### src/mem_stage_cfg.svh
`ifndef MEM_STAGE_CFG_SVH
`define MEM_STAGE_CFG_SVH

////////////////////////////////////////////////////////////
// Data memory geometry
////////////////////////////////////////////////////////////

// Word-address bits of the data memory
// 8 bits give 256 words of 32 bits
`define MEM_ADDR_W 8

// Depth in 32-bit words, follows the address width
`define MEM_WORDS (1 << `MEM_ADDR_W)

`endif

### src/mem_stage_pkg.sv
`default_nettype none

package mem_stage_pkg;

  // Load operation, LD_NONE for anything that is not a load
  typedef enum logic [2:0] {
    LD_NONE = 3'd0,
    LD_LB   = 3'd1,
    LD_LH   = 3'd2,
    LD_LW   = 3'd3,
    LD_LBU  = 3'd4,
    LD_LHU  = 3'd5
  } load_op_e;

  // Store operation, ST_NONE for anything that is not a store
  typedef enum logic [1:0] {
    ST_NONE = 2'd0,
    ST_SB   = 2'd1,
    ST_SH   = 2'd2,
    ST_SW   = 2'd3
  } store_op_e;

  // Record from the execute stage
  typedef struct packed {
    logic        valid;
    logic [31:0] alures;    // Effective address or ALU result
    logic [31:0] rs2_data;  // Store data as read in decode
    logic [4:0]  rs2;
    logic [4:0]  rd;
    logic        regwrite;
    logic        memread;
    logic        memwrite;
    load_op_e    load_op;
    store_op_e   store_op;
  } ex_mem_t;

  // Request into the data memory
  typedef struct packed {
    logic        en;     // Port enable, read happens on every enabled cycle
    logic        we;     // Write strobe
    logic [3:0]  be;     // Byte lane enables
    logic [31:0] addr;   // Word address, upper bits dropped by the memory
    logic [31:0] wdata;  // Lane-aligned write data
  } ram_req_t;

  // Record towards writeback
  typedef struct packed {
    logic        valid;
    logic        regwrite;
    logic        memread;
    logic [4:0]  rd;
    logic [31:0] alures;
    logic [31:0] memres;
  } mem_wb_t;

endpackage

`default_nettype wire

### src/store_unit.sv
`timescale 1ns/1ps
`default_nettype none

`include "mem_stage_cfg.svh"

module store_unit (
  input  mem_stage_pkg::ex_mem_t  ex_mem,
  input  mem_stage_pkg::mem_wb_t  mem_wb,
  input  logic [31:0]             wb_res,
  input  logic                    hold,
  output mem_stage_pkg::ram_req_t ram_req
);

  import mem_stage_pkg::*;

  logic [1:0]  offset;
  logic [3:0]  be;
  logic        fwd;
  logic [31:0] st_data;
  logic [31:0] lane_data;
  logic        access;

  // Byte offset inside the addressed word
  assign offset = ex_mem.alures[1:0];

  ////////////////////////////////////////////////////////////
  // Byte enables
  ////////////////////////////////////////////////////////////

  // sh at offset 3 wraps into lane 0, no misalignment trap
  always_comb begin
    unique case (ex_mem.store_op)
      ST_SB:   be = 4'b0001 << offset;
      ST_SH: begin
        unique case (offset)
          2'd0: be = 4'b0011;
          2'd1: be = 4'b0110;
          2'd2: be = 4'b1100;
          2'd3: be = 4'b1001;
        endcase
      end
      ST_SW:   be = 4'b1111;
      default: be = 4'b0000;
    endcase
  end

  ////////////////////////////////////////////////////////////
  // Store data forwarding and lane rotation
  ////////////////////////////////////////////////////////////

  // Writeback is about to update rs2, take its value instead
  assign fwd = ex_mem.valid && ex_mem.memwrite && mem_wb.regwrite &&
               (mem_wb.rd == ex_mem.rs2);
  assign st_data = fwd ? wb_res : ex_mem.rs2_data;

  // Rotate left by 8 x offset so byte 0 lands in the addressed lane
  always_comb begin
    unique case (offset)
      2'd0: lane_data = st_data;
      2'd1: lane_data = {st_data[23:0], st_data[31:24]};
      2'd2: lane_data = {st_data[15:0], st_data[31:16]};
      2'd3: lane_data = {st_data[7:0], st_data[31:8]};
    endcase
  end

  // Memory access only for a valid load or store, never under hold
  assign access = ex_mem.valid && (ex_mem.memread || ex_mem.memwrite) && !hold;

  always_comb begin
    ram_req.en    = access;
    ram_req.we    = access && ex_mem.memwrite;
    ram_req.be    = be;
    // Word address, bits above the memory depth forced to zero
    ram_req.addr  = {{(32 - `MEM_ADDR_W){1'b0}}, ex_mem.alures[`MEM_ADDR_W+1:2]};
    ram_req.wdata = lane_data;
  end

endmodule

`default_nettype wire

### config.mk
export PLATFORM = sky130hd
export DESIGN_NAME = store_unit
export DESIGN_NICKNAME = d
export VERILOG_FILES = /design/src/mem_stage_pkg.sv /design/src/store_unit.sv
export VERILOG_INCLUDE_DIRS = /design/src
export SDC_FILE = /design/constraint.sdc
export NUM_CORES = 1
export LEC_CHECK = 0
export ABC_AREA = 1
export CORE_AREA = 2 2 101 103
export DETAILED_ROUTE_END_ITERATION = 12
export DIE_AREA = 0 0 103 105
export DONT_BUFFER_PORTS = 1
export GPL_TIMING_DRIVEN = 0
export PLACE_DENSITY = 0.54
export RECOVER_POWER = 25
export SLEW_MARGIN = 25
export SYNTH_ARGS = -nofsm -noshare
export SYNTH_HDL_FRONTEND = slang
export SYNTH_SLANG_ARGS = --single-unit
### constraint.sdc
create_clock -name vclk -period 2.95
set_input_delay 0.4425 -clock vclk [all_inputs]
set_output_delay 0.4425 -clock vclk [all_outputs]
set_load 0.1 [all_outputs]
---- Word-level counts from Yosys, hierarchy flattened ----
Index checks and enable logic that the tools add are counted.
storage, ports and cells
  bits in read-only memories .............. 0
  latch bits .............................. 0
  word-level logic and storage cells ...... 21
  register bits after elaboration ......... 0
  memory bits (writable) .................. 0
  memories kept ........................... 0
cells by class
  add/subtract/negate cells ............... 0
  equality and inequality tests ........... 7
  $lt $le $gt $ge ......................... 0
  div/mod/pow operators ................... 0
  multiply operators ...................... 0
  mux-type cells .......................... 4
  bitwise gates (word level) .............. 0
  reductions and logical operators ........ 9
  shifts and indexed selects .............. 1
operators by type and width
  cell                                                               count
  32-bit case mux with 4 select lines                                1
  32-bit two-way mux                                                 1
  4-bit case mux with 4 select lines                                 1
  4-bit case mux with 3 select lines                                 1
  2-bit == test, second input constant                               4
  1-bit logical AND                                                  6
  5-bit == test                                                      1
  2-bit by 1-bit == test with 1-bit output, second input constant    2
  1-bit by 2-bit left shift with 4-bit output, first input constant  1
  2-bit zero test                                                    1
  1-bit zero test                                                    1
  1-bit logical OR                                                   1

---- Longest topological paths before layout ----
  depth in word-level cells ............... 5
  mapped depth ............................ 11

---- Worst setup path after synthesis ----
Ideal clock, no wire load.
  path kind ............................... input-to-output
  start ................................... input port ex_mem[50] (netlist name)
  end ..................................... output port ram_req[67] (netlist name)
  stages on the path ...................... 7
  data arrival time ....................... 2,791 ps
  setup slack ............................. -284 ps
  cells stage by stage .................... inv_1 > ha_1 > inv_1 > clkbuf_1 > buf_2 > o21ai_0 > a21oi_1
RTL lines
  what         RTL line          text
  from (decl)  store_unit.sv:7   input mem_stage_pkg::ex_mem_t ex_mem,
  to (decl)    store_unit.sv:11  output mem_stage_pkg::ram_req_t ram_req

==> results.cfg <==
[cells_and_area]
flops_and_latches = 0
fin_util_pct = 35.0
layout-area-overhead-vs-synth_pct = 17.0
num-fill-cells = 1119
stdcell_area_um2 = 3370
drive_gt1_share_pct = 27.2
nets = 729
regArea_um2 = 0
antenna_cells = 0
nClkBuffers = 0
multiInputGateArea_um2 = 2500

[placed_design]
hpwl_um = 8500
place_congestion = 0.917
port_buffers = 0
dpl_cell_area_um2 = 3260

[floorplanning]
die_area_um2 = 10800
io_pins = 258
die_x_um = 103
design.core.area_um2 = 9640
fp-row-count = 36
die_y_um = 105
start_util_pct = 29.9

[drt]
wl_met2_um = 4810
via_count = 3352
dr.max_layer_used = met4
drt_iter0_drc = 218
wl_met3_um = 1370
drt_pass1_iterations = 8
vias_per_cell = 5.03
route.detailed.drc = 0
wl_met1_um = 4760
drt-total-wl_um = 11100
antenna_left = 0
route.detailed.wl_per_inst_um = 16.7

[sta]
final_max_slew_viol_count = 1
post-route-period-util_pct = 96.9
max_freq_mhz = 350
fin_setup_tns_ps = 0
tightest_slew_ps = 1640
max_slew_margin_pct = -9.92
final-setup-viol-count = 0
hold_violations = 0
rsz0062_at_grt = no
layout_min_cycle_time_ps = 2860

[hold_path]
hold_path_startpoint = hold
holdPathEnd = ram_req[68]
hold_path.class = primary input to output pin
holdPathStages = 1

[synth]
synth_area_leaders = nand3_1 (17%), nand4_2 (13%), nand2_4 (12%), nand2_1 (11%), inv_1 (11%)
ys_warn_count = 0
avgSynthCellArea_um2 = 5.62
yosysSeqAreaShare_pct = 0
synth_top_area_cell = nand3_1
synth_top_area_share_pct = 16.9
yosys.cell_types.count = 22
syn_inst = 512
synth_area_um2 = 2880

[critical_path]
end_kind = output pin
critPathMaxFanout = 10
crit_required_ps = 2510
start_kind = primary input
cp.arrival_ps = 2420
worst-setup-path-type = primary input to output pin

[clock_tree]
holdBufCountCts = 0

[pwr]
vdd_ir_drop_max_mv = 0.213
power_density_nw_per_um2 = 313
power_mw = 1.06
power.leakage_nw = 1.96

[global_route]
grt_max_degree = 11
antenna_found_initial = 0
grt_pass1_vias = 3140
track_usage_pct = 19.3
grt_pass1_wl_um = 16400
overflow = 0

[run_status]
status = complete, but fails checks
violations = capacitance limit, slew limit

[flow_run]
max_cap_violations = 1
## power by group
part	total [mW]	switching (mW)	internal, mW
clock network	0	0	0
logic	1.06	0.887	0.168
registers	0	0	0
total	1.06	0.887	0.168
## per-stage QoR
step / setup slack (ps) / hold WS, ps / cells
after floorplan: 250 / 1070 / 535
after global placement: -271 / 1080 / 668
after detailed placement: -277 / 1010 / 668
after CTS: 30.7 / 1010 / 668
after global routing: 28.4 / 1080 / 667
final: 92.2 / 1080 / 667
## cells by family (layout without fill, tap and decap cells)
group	count (synthesis)	after routing	share of synthesized area [%]
other	1	24	0.130
AOI/OAI and AO/OA	39	39	6.78
buffers and inverters	145	144	25.6
adders and majority gates	5	5	2.17
and+or+nand+nor	322	322	65.3
## critical path, stage by stage
cell      delay (ps)
ha_1             120
clkbuf_1         360
clkbuf_1         560
o21ai_0          290
a21oi_4          640
## area by class of cell
class | instances | share of cell area, %
inverter | 81 | 9.02
multi-input combinational | 390 | 74.1
buffer | 63 | 12.0
tap | 133 | 4.94
## per-layer routing
metal / vias up / GRT usage [%]
li1: 1626 / -
met1: 1487 / 26.1
met2: 219 / 30.7
met3: 20 / 5.48
met4: 0 / 3.48
met5: - / 0
## how the worst max path moves through the flow
stage,start,endpoint,slack (ps),cells past startpoint
floorplan,ex_mem[50],ram_req[67],250,7
global placement,ex_mem[50],ram_req[14],-270,7
detailed placement,ex_mem[50],ram_req[13],-280,7
CTS,ex_mem[50],ram_req[6],30,7
global route,ex_mem[50],ram_req[67],30,5
finish,ex_mem[50],ram_req[67],90,5
## Yosys cell counts
cell	instances
nor2_4	3
nor2_1	67
or2_2	1
buf_1	3
nand3_1	97
ha_1	5
nand2_4	30
nand3_4	1
buf_4	39
nand3_2	1
inv_1	81
clkbuf_1	15
o21ai_0	2
nand4_2	31
a21oi_1	37
nor3_1	2
buf_2	1
nand2_1	87
conb_1	1
nor3b_1	1
buf_6	6
nand4_1	1
## placed cells by master, fill, tap and decap left out
cell,Yosys,layout
a21oi_1,37,35
a21oi_4,0,2
buf_1,3,3
buf_2,1,1
buf_4,39,30
buf_6,6,6
clkbuf_1,15,17
clkbuf_2,0,6
conb_1,1,24
ha_1,5,5
inv_1,81,81
nand2_1,87,87
nand2_4,30,30
nand3_1,97,97
nand3_2,1,1
nand3_4,1,1
nand4_1,1,1
nand4_2,31,31
nor2_1,67,35
nor2_4,3,35
nor3_1,2,2
nor3b_2,0,1
o21ai_0,2,2
or2_2,1,1
## repair_timing
action / in CTS / in global routing
setup endpoints to repair: 29 / 30
pin swaps: 0 / 1
setup buffers: 0 / 0
resized for setup: 30 / 10
(Power assumes the default switching activity.)
