`config.mk`:
```
export PLATFORM = sky130hd
export DESIGN_NAME = load_unit
export DESIGN_NICKNAME = d
export VERILOG_FILES = /design/src/mem_stage_cfg.svh /design/src/mem_stage_pkg.sv /design/src/load_unit.sv
export SDC_FILE = /design/constraint.sdc
export NUM_CORES = 1
export LEC_CHECK = 0
export BUFFER_PORTS_ARGS = -buffer_cell sky130_fd_sc_hd__buf_2
export CAP_MARGIN = 5
export CORE_AREA = 2 2 98 76
export CTS_BUF_LIST = sky130_fd_sc_hd__clkbuf_4
export DETAILED_ROUTE_END_ITERATION = 10
export DIE_AREA = 0 0 100 78
export GPL_TIMING_DRIVEN = 0
export PLACE_DENSITY = 0.83
export SLEW_MARGIN = 5
export SYNTH_ARGS = -nofsm -noshare
export SYNTH_HDL_FRONTEND = slang
export SYNTH_SLANG_ARGS = --single-unit
```
`constraint.sdc`:
```
create_clock -name bus -period 3.3 [get_ports bus]
set_clock_uncertainty 0.05 [all_clocks]
set_input_delay 0.165 -clock bus [delete_from_list [all_inputs] [get_ports bus]]
set_output_delay 0.165 -clock bus [all_outputs]
set_load 0.1 [all_outputs]
```
`src/mem_stage_cfg.svh`:
```
`ifndef MEM_STAGE_CFG_SVH
`define MEM_STAGE_CFG_SVH

////////////////////////////////////////////////////////////
// Data memory geometry
////////////////////////////////////////////////////////////

// Word-address bits of the data memory
// 8 bits give 256 words of 32 bits
`define MEM_ADDR_W 8

// Depth in 32-bit words, follows the address width
`define MEM_WORDS (1 << `MEM_ADDR_W)

`endif

```
`src/mem_stage_pkg.sv`:
```
`default_nettype none

package mem_stage_pkg;

  // Load operation, LD_NONE for anything that is not a load
  typedef enum logic [2:0] {
    LD_NONE = 3'd0,
    LD_LB   = 3'd1,
    LD_LH   = 3'd2,
    LD_LW   = 3'd3,
    LD_LBU  = 3'd4,
    LD_LHU  = 3'd5
  } load_op_e;

  // Store operation, ST_NONE for anything that is not a store
  typedef enum logic [1:0] {
    ST_NONE = 2'd0,
    ST_SB   = 2'd1,
    ST_SH   = 2'd2,
    ST_SW   = 2'd3
  } store_op_e;

  // Record from the execute stage
  typedef struct packed {
    logic        valid;
    logic [31:0] alures;    // Effective address or ALU result
    logic [31:0] rs2_data;  // Store data as read in decode
    logic [4:0]  rs2;
    logic [4:0]  rd;
    logic        regwrite;
    logic        memread;
    logic        memwrite;
    load_op_e    load_op;
    store_op_e   store_op;
  } ex_mem_t;

  // Request into the data memory
  typedef struct packed {
    logic        en;     // Port enable, read happens on every enabled cycle
    logic        we;     // Write strobe
    logic [3:0]  be;     // Byte lane enables
    logic [31:0] addr;   // Word address, upper bits dropped by the memory
    logic [31:0] wdata;  // Lane-aligned write data
  } ram_req_t;

  // Record towards writeback
  typedef struct packed {
    logic        valid;
    logic        regwrite;
    logic        memread;
    logic [4:0]  rd;
    logic [31:0] alures;
    logic [31:0] memres;
  } mem_wb_t;

endpackage

`default_nettype wire

```
`src/load_unit.sv`:
```
`timescale 1ns/1ps
`default_nettype none

module load_unit (
  input  logic                   bus,
  input  logic                   rst_n,
  input  logic                   hold,
  input  mem_stage_pkg::ex_mem_t ex_mem,
  input  logic [31:0]            rdata,
  output mem_stage_pkg::mem_wb_t mem_wb
);

  import mem_stage_pkg::*;

  logic        valid_q;
  logic        regwrite_q;
  logic        memread_q;
  logic [4:0]  rd_q;
  logic [31:0] alures_q;
  load_op_e    load_op_q;
  logic [1:0]  offset_q;
  logic [31:0] rot_data;
  logic [31:0] memres;

  ////////////////////////////////////////////////////////////
  // MEM/WB register
  ////////////////////////////////////////////////////////////

  // Hold freezes the stage and drops the incoming record
  always_ff @(posedge bus or negedge rst_n) begin
    if (!rst_n) begin
      valid_q    <= 1'b0;
      regwrite_q <= 1'b0;
      memread_q  <= 1'b0;
      rd_q       <= 5'd0;
      alures_q   <= 32'd0;
      load_op_q  <= LD_NONE;
      offset_q   <= 2'd0;
    end else if (!hold) begin
      valid_q    <= ex_mem.valid;
      // Control bits only count for a valid record
      regwrite_q <= ex_mem.valid && ex_mem.regwrite;
      memread_q  <= ex_mem.valid && ex_mem.memread;
      rd_q       <= ex_mem.rd;
      alures_q   <= ex_mem.alures;
      // No load selection unless a real load went to memory
      load_op_q  <= (ex_mem.valid && ex_mem.memread) ? ex_mem.load_op : LD_NONE;
      offset_q   <= ex_mem.alures[1:0];
    end
  end

  ////////////////////////////////////////////////////////////
  // Load lane select and extension
  ////////////////////////////////////////////////////////////

  // Bring the addressed byte down to lane 0
  always_comb begin
    unique case (offset_q)
      2'd0: rot_data = rdata;
      2'd1: rot_data = {rdata[7:0], rdata[31:8]};
      2'd2: rot_data = {rdata[15:0], rdata[31:16]};
      2'd3: rot_data = {rdata[23:0], rdata[31:24]};
    endcase
  end

  always_comb begin
    unique case (load_op_q)
      LD_LB:   memres = {{24{rot_data[7]}}, rot_data[7:0]};
      LD_LH:   memres = {{16{rot_data[15]}}, rot_data[15:0]};
      LD_LW:   memres = rot_data;
      LD_LBU:  memres = {24'd0, rot_data[7:0]};
      LD_LHU:  memres = {16'd0, rot_data[15:0]};
      default: memres = 32'd0;
    endcase
  end

  // Record towards writeback
  always_comb begin
    mem_wb.valid    = valid_q;
    mem_wb.regwrite = regwrite_q;
    mem_wb.memread  = memread_q;
    mem_wb.rd       = rd_q;
    mem_wb.alures   = alures_q;
    mem_wb.memres   = memres;
  end

endmodule

`default_nettype wire

```
Word level (Yosys, flattened, before mapping)
Index checks and enable logic that the tools add are counted.

cells by class
  equality and inequality tests = 8
  multiplexer cells = 3
  reductions and logical operators = 3

operator list
  kind                                                             count
  32-bit one-hot mux with 5 select lines                           1
  32-bit one-hot mux with 4 select lines                           1
  3-bit by 2-bit == test with 1-bit output, second input constant  2
  3-bit == test, second input constant                             2
  2-bit == test, second input constant                             2
  3-bit by 1-bit == test with 1-bit output, second input constant  1
  3-bit two-way mux                                                1
  2-bit by 1-bit == test with 1-bit output, second input constant  1
  1-bit logical AND                                                2
  2-bit logical NOT                                                1

storage, ports and cells
  register bits = 45
  input bits = 118
  output and inout bits = 72
  logic and storage cells = 21

Logic depth before layout (Yosys ltp)
  word-level depth = 3
  gate-level depth with buffers = 5
  mapped depth without buffers = 3

Worst setup path before layout
Ideal clock, no wire load.

  path kind = flip-flop to output port
  from = register alures_q[0] (netlist name)
  to = output mem_wb[10] (netlist name)
  data arrival time = 4.049 ns
  data required time = 3.085 ns
  slack = -0.964 ns
  stages on the path, launching flop included = 6
  path buffers = 2
  path through = dfrtp_1 > buf_2 > inv_1 > buf_1 > and2_1 > o31ai_1

RTL lines
  what              RTL line         RTL
  end: declaration  load_unit.sv:10  output mem_stage_pkg::mem_wb_t mem_wb

==> results.md <==
- The run finished with clean final reports.
- Summed over all nets, the half-perimeter wirelength after detailed placement is 6.43 mm.
- The number of clock buffers inserted by TritonCTS is 5.
- The initial antenna violation count came to 0.
- The biggest cell delay along the critical path is 0.52 ns.
- Clock-pin slew was measured on the worst setup and hold paths at 0.10 ns.
- Clock tree synthesis found a total of 43 sinks.
- The area growth from synthesis to layout is 55.6%.
- After filler insertion, the fill cell instance count of the layout stands at 547.
- TritonCTS built the clock tree.
- Setup repair after global routing left no endpoint under its margin.
- The number of global-route vias before repair is 2772.
- Walking the worst path, the cells encountered are clkbuf_1, nor3b_2, nand2_1, o21ai_1, buf_2.
- The type of the worst setup path is flip-flop to output port.
- Among cell families on the critical path, the largest total delay comes from simple AND/OR/NAND/NOR gates.
- The final layout contains 543 nets.
- Sequential elements use 40.2% of the synthesized area.
- The total setup violations reported at the end of the flow is 0.
- Entering global routing, the biggest net connects 44 pins.
- For this block, the routed nets add up to 8.81 mm of wire.
- The first-pass iteration count of the detailed router is 4.
- The number of different library cells used by synthesis comes to 26.
- The effective utilization at floorplan is 39.6%.
- The average vias per placed instance is 5.14.
- The H-tree was split into 2 levels.
- Leaving out fill and tap cells, the most frequent cells in the layout are 154 x buf_2, 56 x mux2_2, 43 x dfrtp_1.
- After layout, the minimum clock period comes to 2.77 ns.
- The die covers 7800 um2.
- In this run the cell area of the synthesized design comes to 2680 um2.
- The leakage component of the power is 1.99 nW.
- Counting flops and latches in the post-synthesis netlist gives 43.
- The count of endpoints failing hold in the final timing report is 0.
- Summing over every cut layer, the via total after detailed routing is 2628.
- The largest buffer count on any clock path is 2.
- The core region is 6770 um2.
- The number of max-cap violations is 0.
- At the pin with the least slew margin, the transition time is 0.954 ns.
- The residual overflow from global routing is 0.
- The most frequent standard cell in the layout excluding fill and tap cells is buf_2.
- The count of nets left with antenna violations once routing finished came out at 0.
- Averaged over all synthesized cells, the footprint is 11.5 um2.
- The average detailed-routed wire length per instance is 17.2 um.
- Power comes to 2.19 mW.
- During synthesis, Yosys emitted a total of 0 warnings.
- When the netlist entered floorplanning its net count stood at 351.
- Summed over its instances, the top area cell type makes up 40.2% of the synthesized netlist area.
- The clock latency on the worst-skew pair is 0.34 ns.
- Headroom to the max-slew limit came out at 36.4%.
- After the first detailed-routing iteration, the DRC count stood at 52.
- The number of buffers inserted by post-CTS setup repair is 0.
- Counting every instance in the synthesized netlist gives 233.
- The final design utilization is 61.6%.
- The total negative slack is 0 ns.
- The post-route non-filler standard cell count is 511.
- At the worst endpoint, the required time is 3.08 ns.
- The overall die height is 78 um.
- The cell type with the highest aggregate area in the netlist is dfrtp_1.
- The cell with the biggest individual delay on the critical path is nand2_1.
- The floorplan row count is 26.
- STA classifies the critical path endpoint as an output port.
- The overall fraction of global-route tracks in use is 22.2%.
- The share of the clock period used by the worst path after layout is 83.8%.
- During placement, the flow inserted port buffers numbering 148.
- After detailed routing, the number of remaining DRC violations is 0.
- The areal power density over the cells is 525 nW/um2.
- The tree is rooted in a clkbuf_4.
- The share of post-route cells with drive strength above 1 is 60.8%.
- Static timing analysis puts the maximum clock frequency at 361 MHz.
- Sorting the synthesized cells by area gives the leading types as dfrtp_1 40%, mux2_2 24%, mux2i_1 9.0%, o22ai_1 3.7%, mux2_1 2.5%.
- The largest fanout on the critical path is 9.
- Once the clock tree was built, the resizer swapped 0 gates to a different size.
- The global-route wire length before repair is 13.7 mm.
- VDD sags by at most 288 uV.
- The worst hold path belongs to the class primary input to flip-flop.
- The total count of max-transition violations in the final report is 0.
- The final RePlAce weighted congestion is 0.933.
- The floorplan step set the die width to 100 um.
- The critical path contains buffers and inverters numbering 2 combined.
- The count of boundary I/O pins is 190.
- The element type at the critical path start is a flip-flop.
- Once placement completed, the tool counted placed cells totaling 465.
- The endpoint arrival time on the critical path is 2.55 ns.
state kept, by name, summed over array words and instances (netlist names):
name / cells
alures_q: 32
load_op_q: 3
memread_q: 1
rd_q: 5
regwrite_q: 1
valid_q: 1
area by class of cell:
class / count / area [um2] / area share [%]
diodes: 1 / 2.50 / 0.0601
flip-flops and latches: 43 / 1080 / 25.8
inverters: 1 / 3.75 / 0.0901
clock buffers: 7 / 52.6 / 1.26
plain buffers: 22 / 116 / 2.79
repair buffers: 185 / 1110 / 26.7
clock inverters: 1 / 5.00 / 0.120
multi-input cells: 167 / 1690 / 40.6
well taps: 84 / 105 / 2.52
cell families after synthesis:
kind of cell	share of synthesized area, %
muxes	37.0
DFF	40.2
AOI/OAI and AO/OA	11.2
and+or+nand+nor	7.06
buffers and inverters	4.49
path summary, 6_finish.rpt:
| check | end | slack [ns] | cells past startpoint | start |
|---|---|---|---|---|
| max in group asynchronous | load_op_q[1] | 2.16 | 2 | rst_n |
| min in group asynchronous | alures_q[13] | 0.43 | 2 | rst_n |
| setup reg to reg | alures_q[0] | 1.77 | 3 | alures_q[0] |
| hold / removal | alures_q[23] | 0.02 | 2 | ex_mem[73] |
| hold reg to reg | alures_q[26] | 0.46 | 1 | alures_q[26] |
| setup / recovery | mem_wb[15] | 0.53 | 5 | load_op_q[2] |
synthesized netlist by cell type, drive strengths merged:
cell type   n
mux2       64
dfrtp      43
mux2i      24
buf        16
o22ai      16
nor2       14
nand2       9
and2        8
a211oi      7
o31ai       7
clkbuf      6
o21ai       6
nand3       3
a221oi      2
nor3b       2
a21o        1
a21oi       1
inv         1
mux4        1
nand3b      1
nor3        1
metrics by stage:
step | area (um2) | hold WS [ns] | setup slack (ns)
floorplan | 2890 | -0.181 | -0.863
global placement | 3730 | 0.303 | 0.942
detailed placement | 3730 | 0.317 | 0.900
CTS | 4120 | 0.00425 | 0.515
global route | 4160 | 0.00556 | 0.356
finish | 4170 | 0.0228 | 0.533
report_power, final:
part	total, mW	internal (mW)	switching, mW
sequential	0.602	0.577	0.0249
combinational	1.31	0.309	1.01
clock	0.270	0.0999	0.170
per-layer routing:
metal,part of all wire (%),track usage [%]
met5,0,0
met2,52,40.2
met4,1.8,6.58
met3,3.8,3.69
met1,42,27.1
timing repair:
| action | in CTS | in global routing |
|---|---|---|
| hold endpoints to repair | 75 | 4 |
| setup endpoints to repair | 0 | 0 |
| hold buffers | 33 | 4 |
Power figures use the tool's default switching activity.
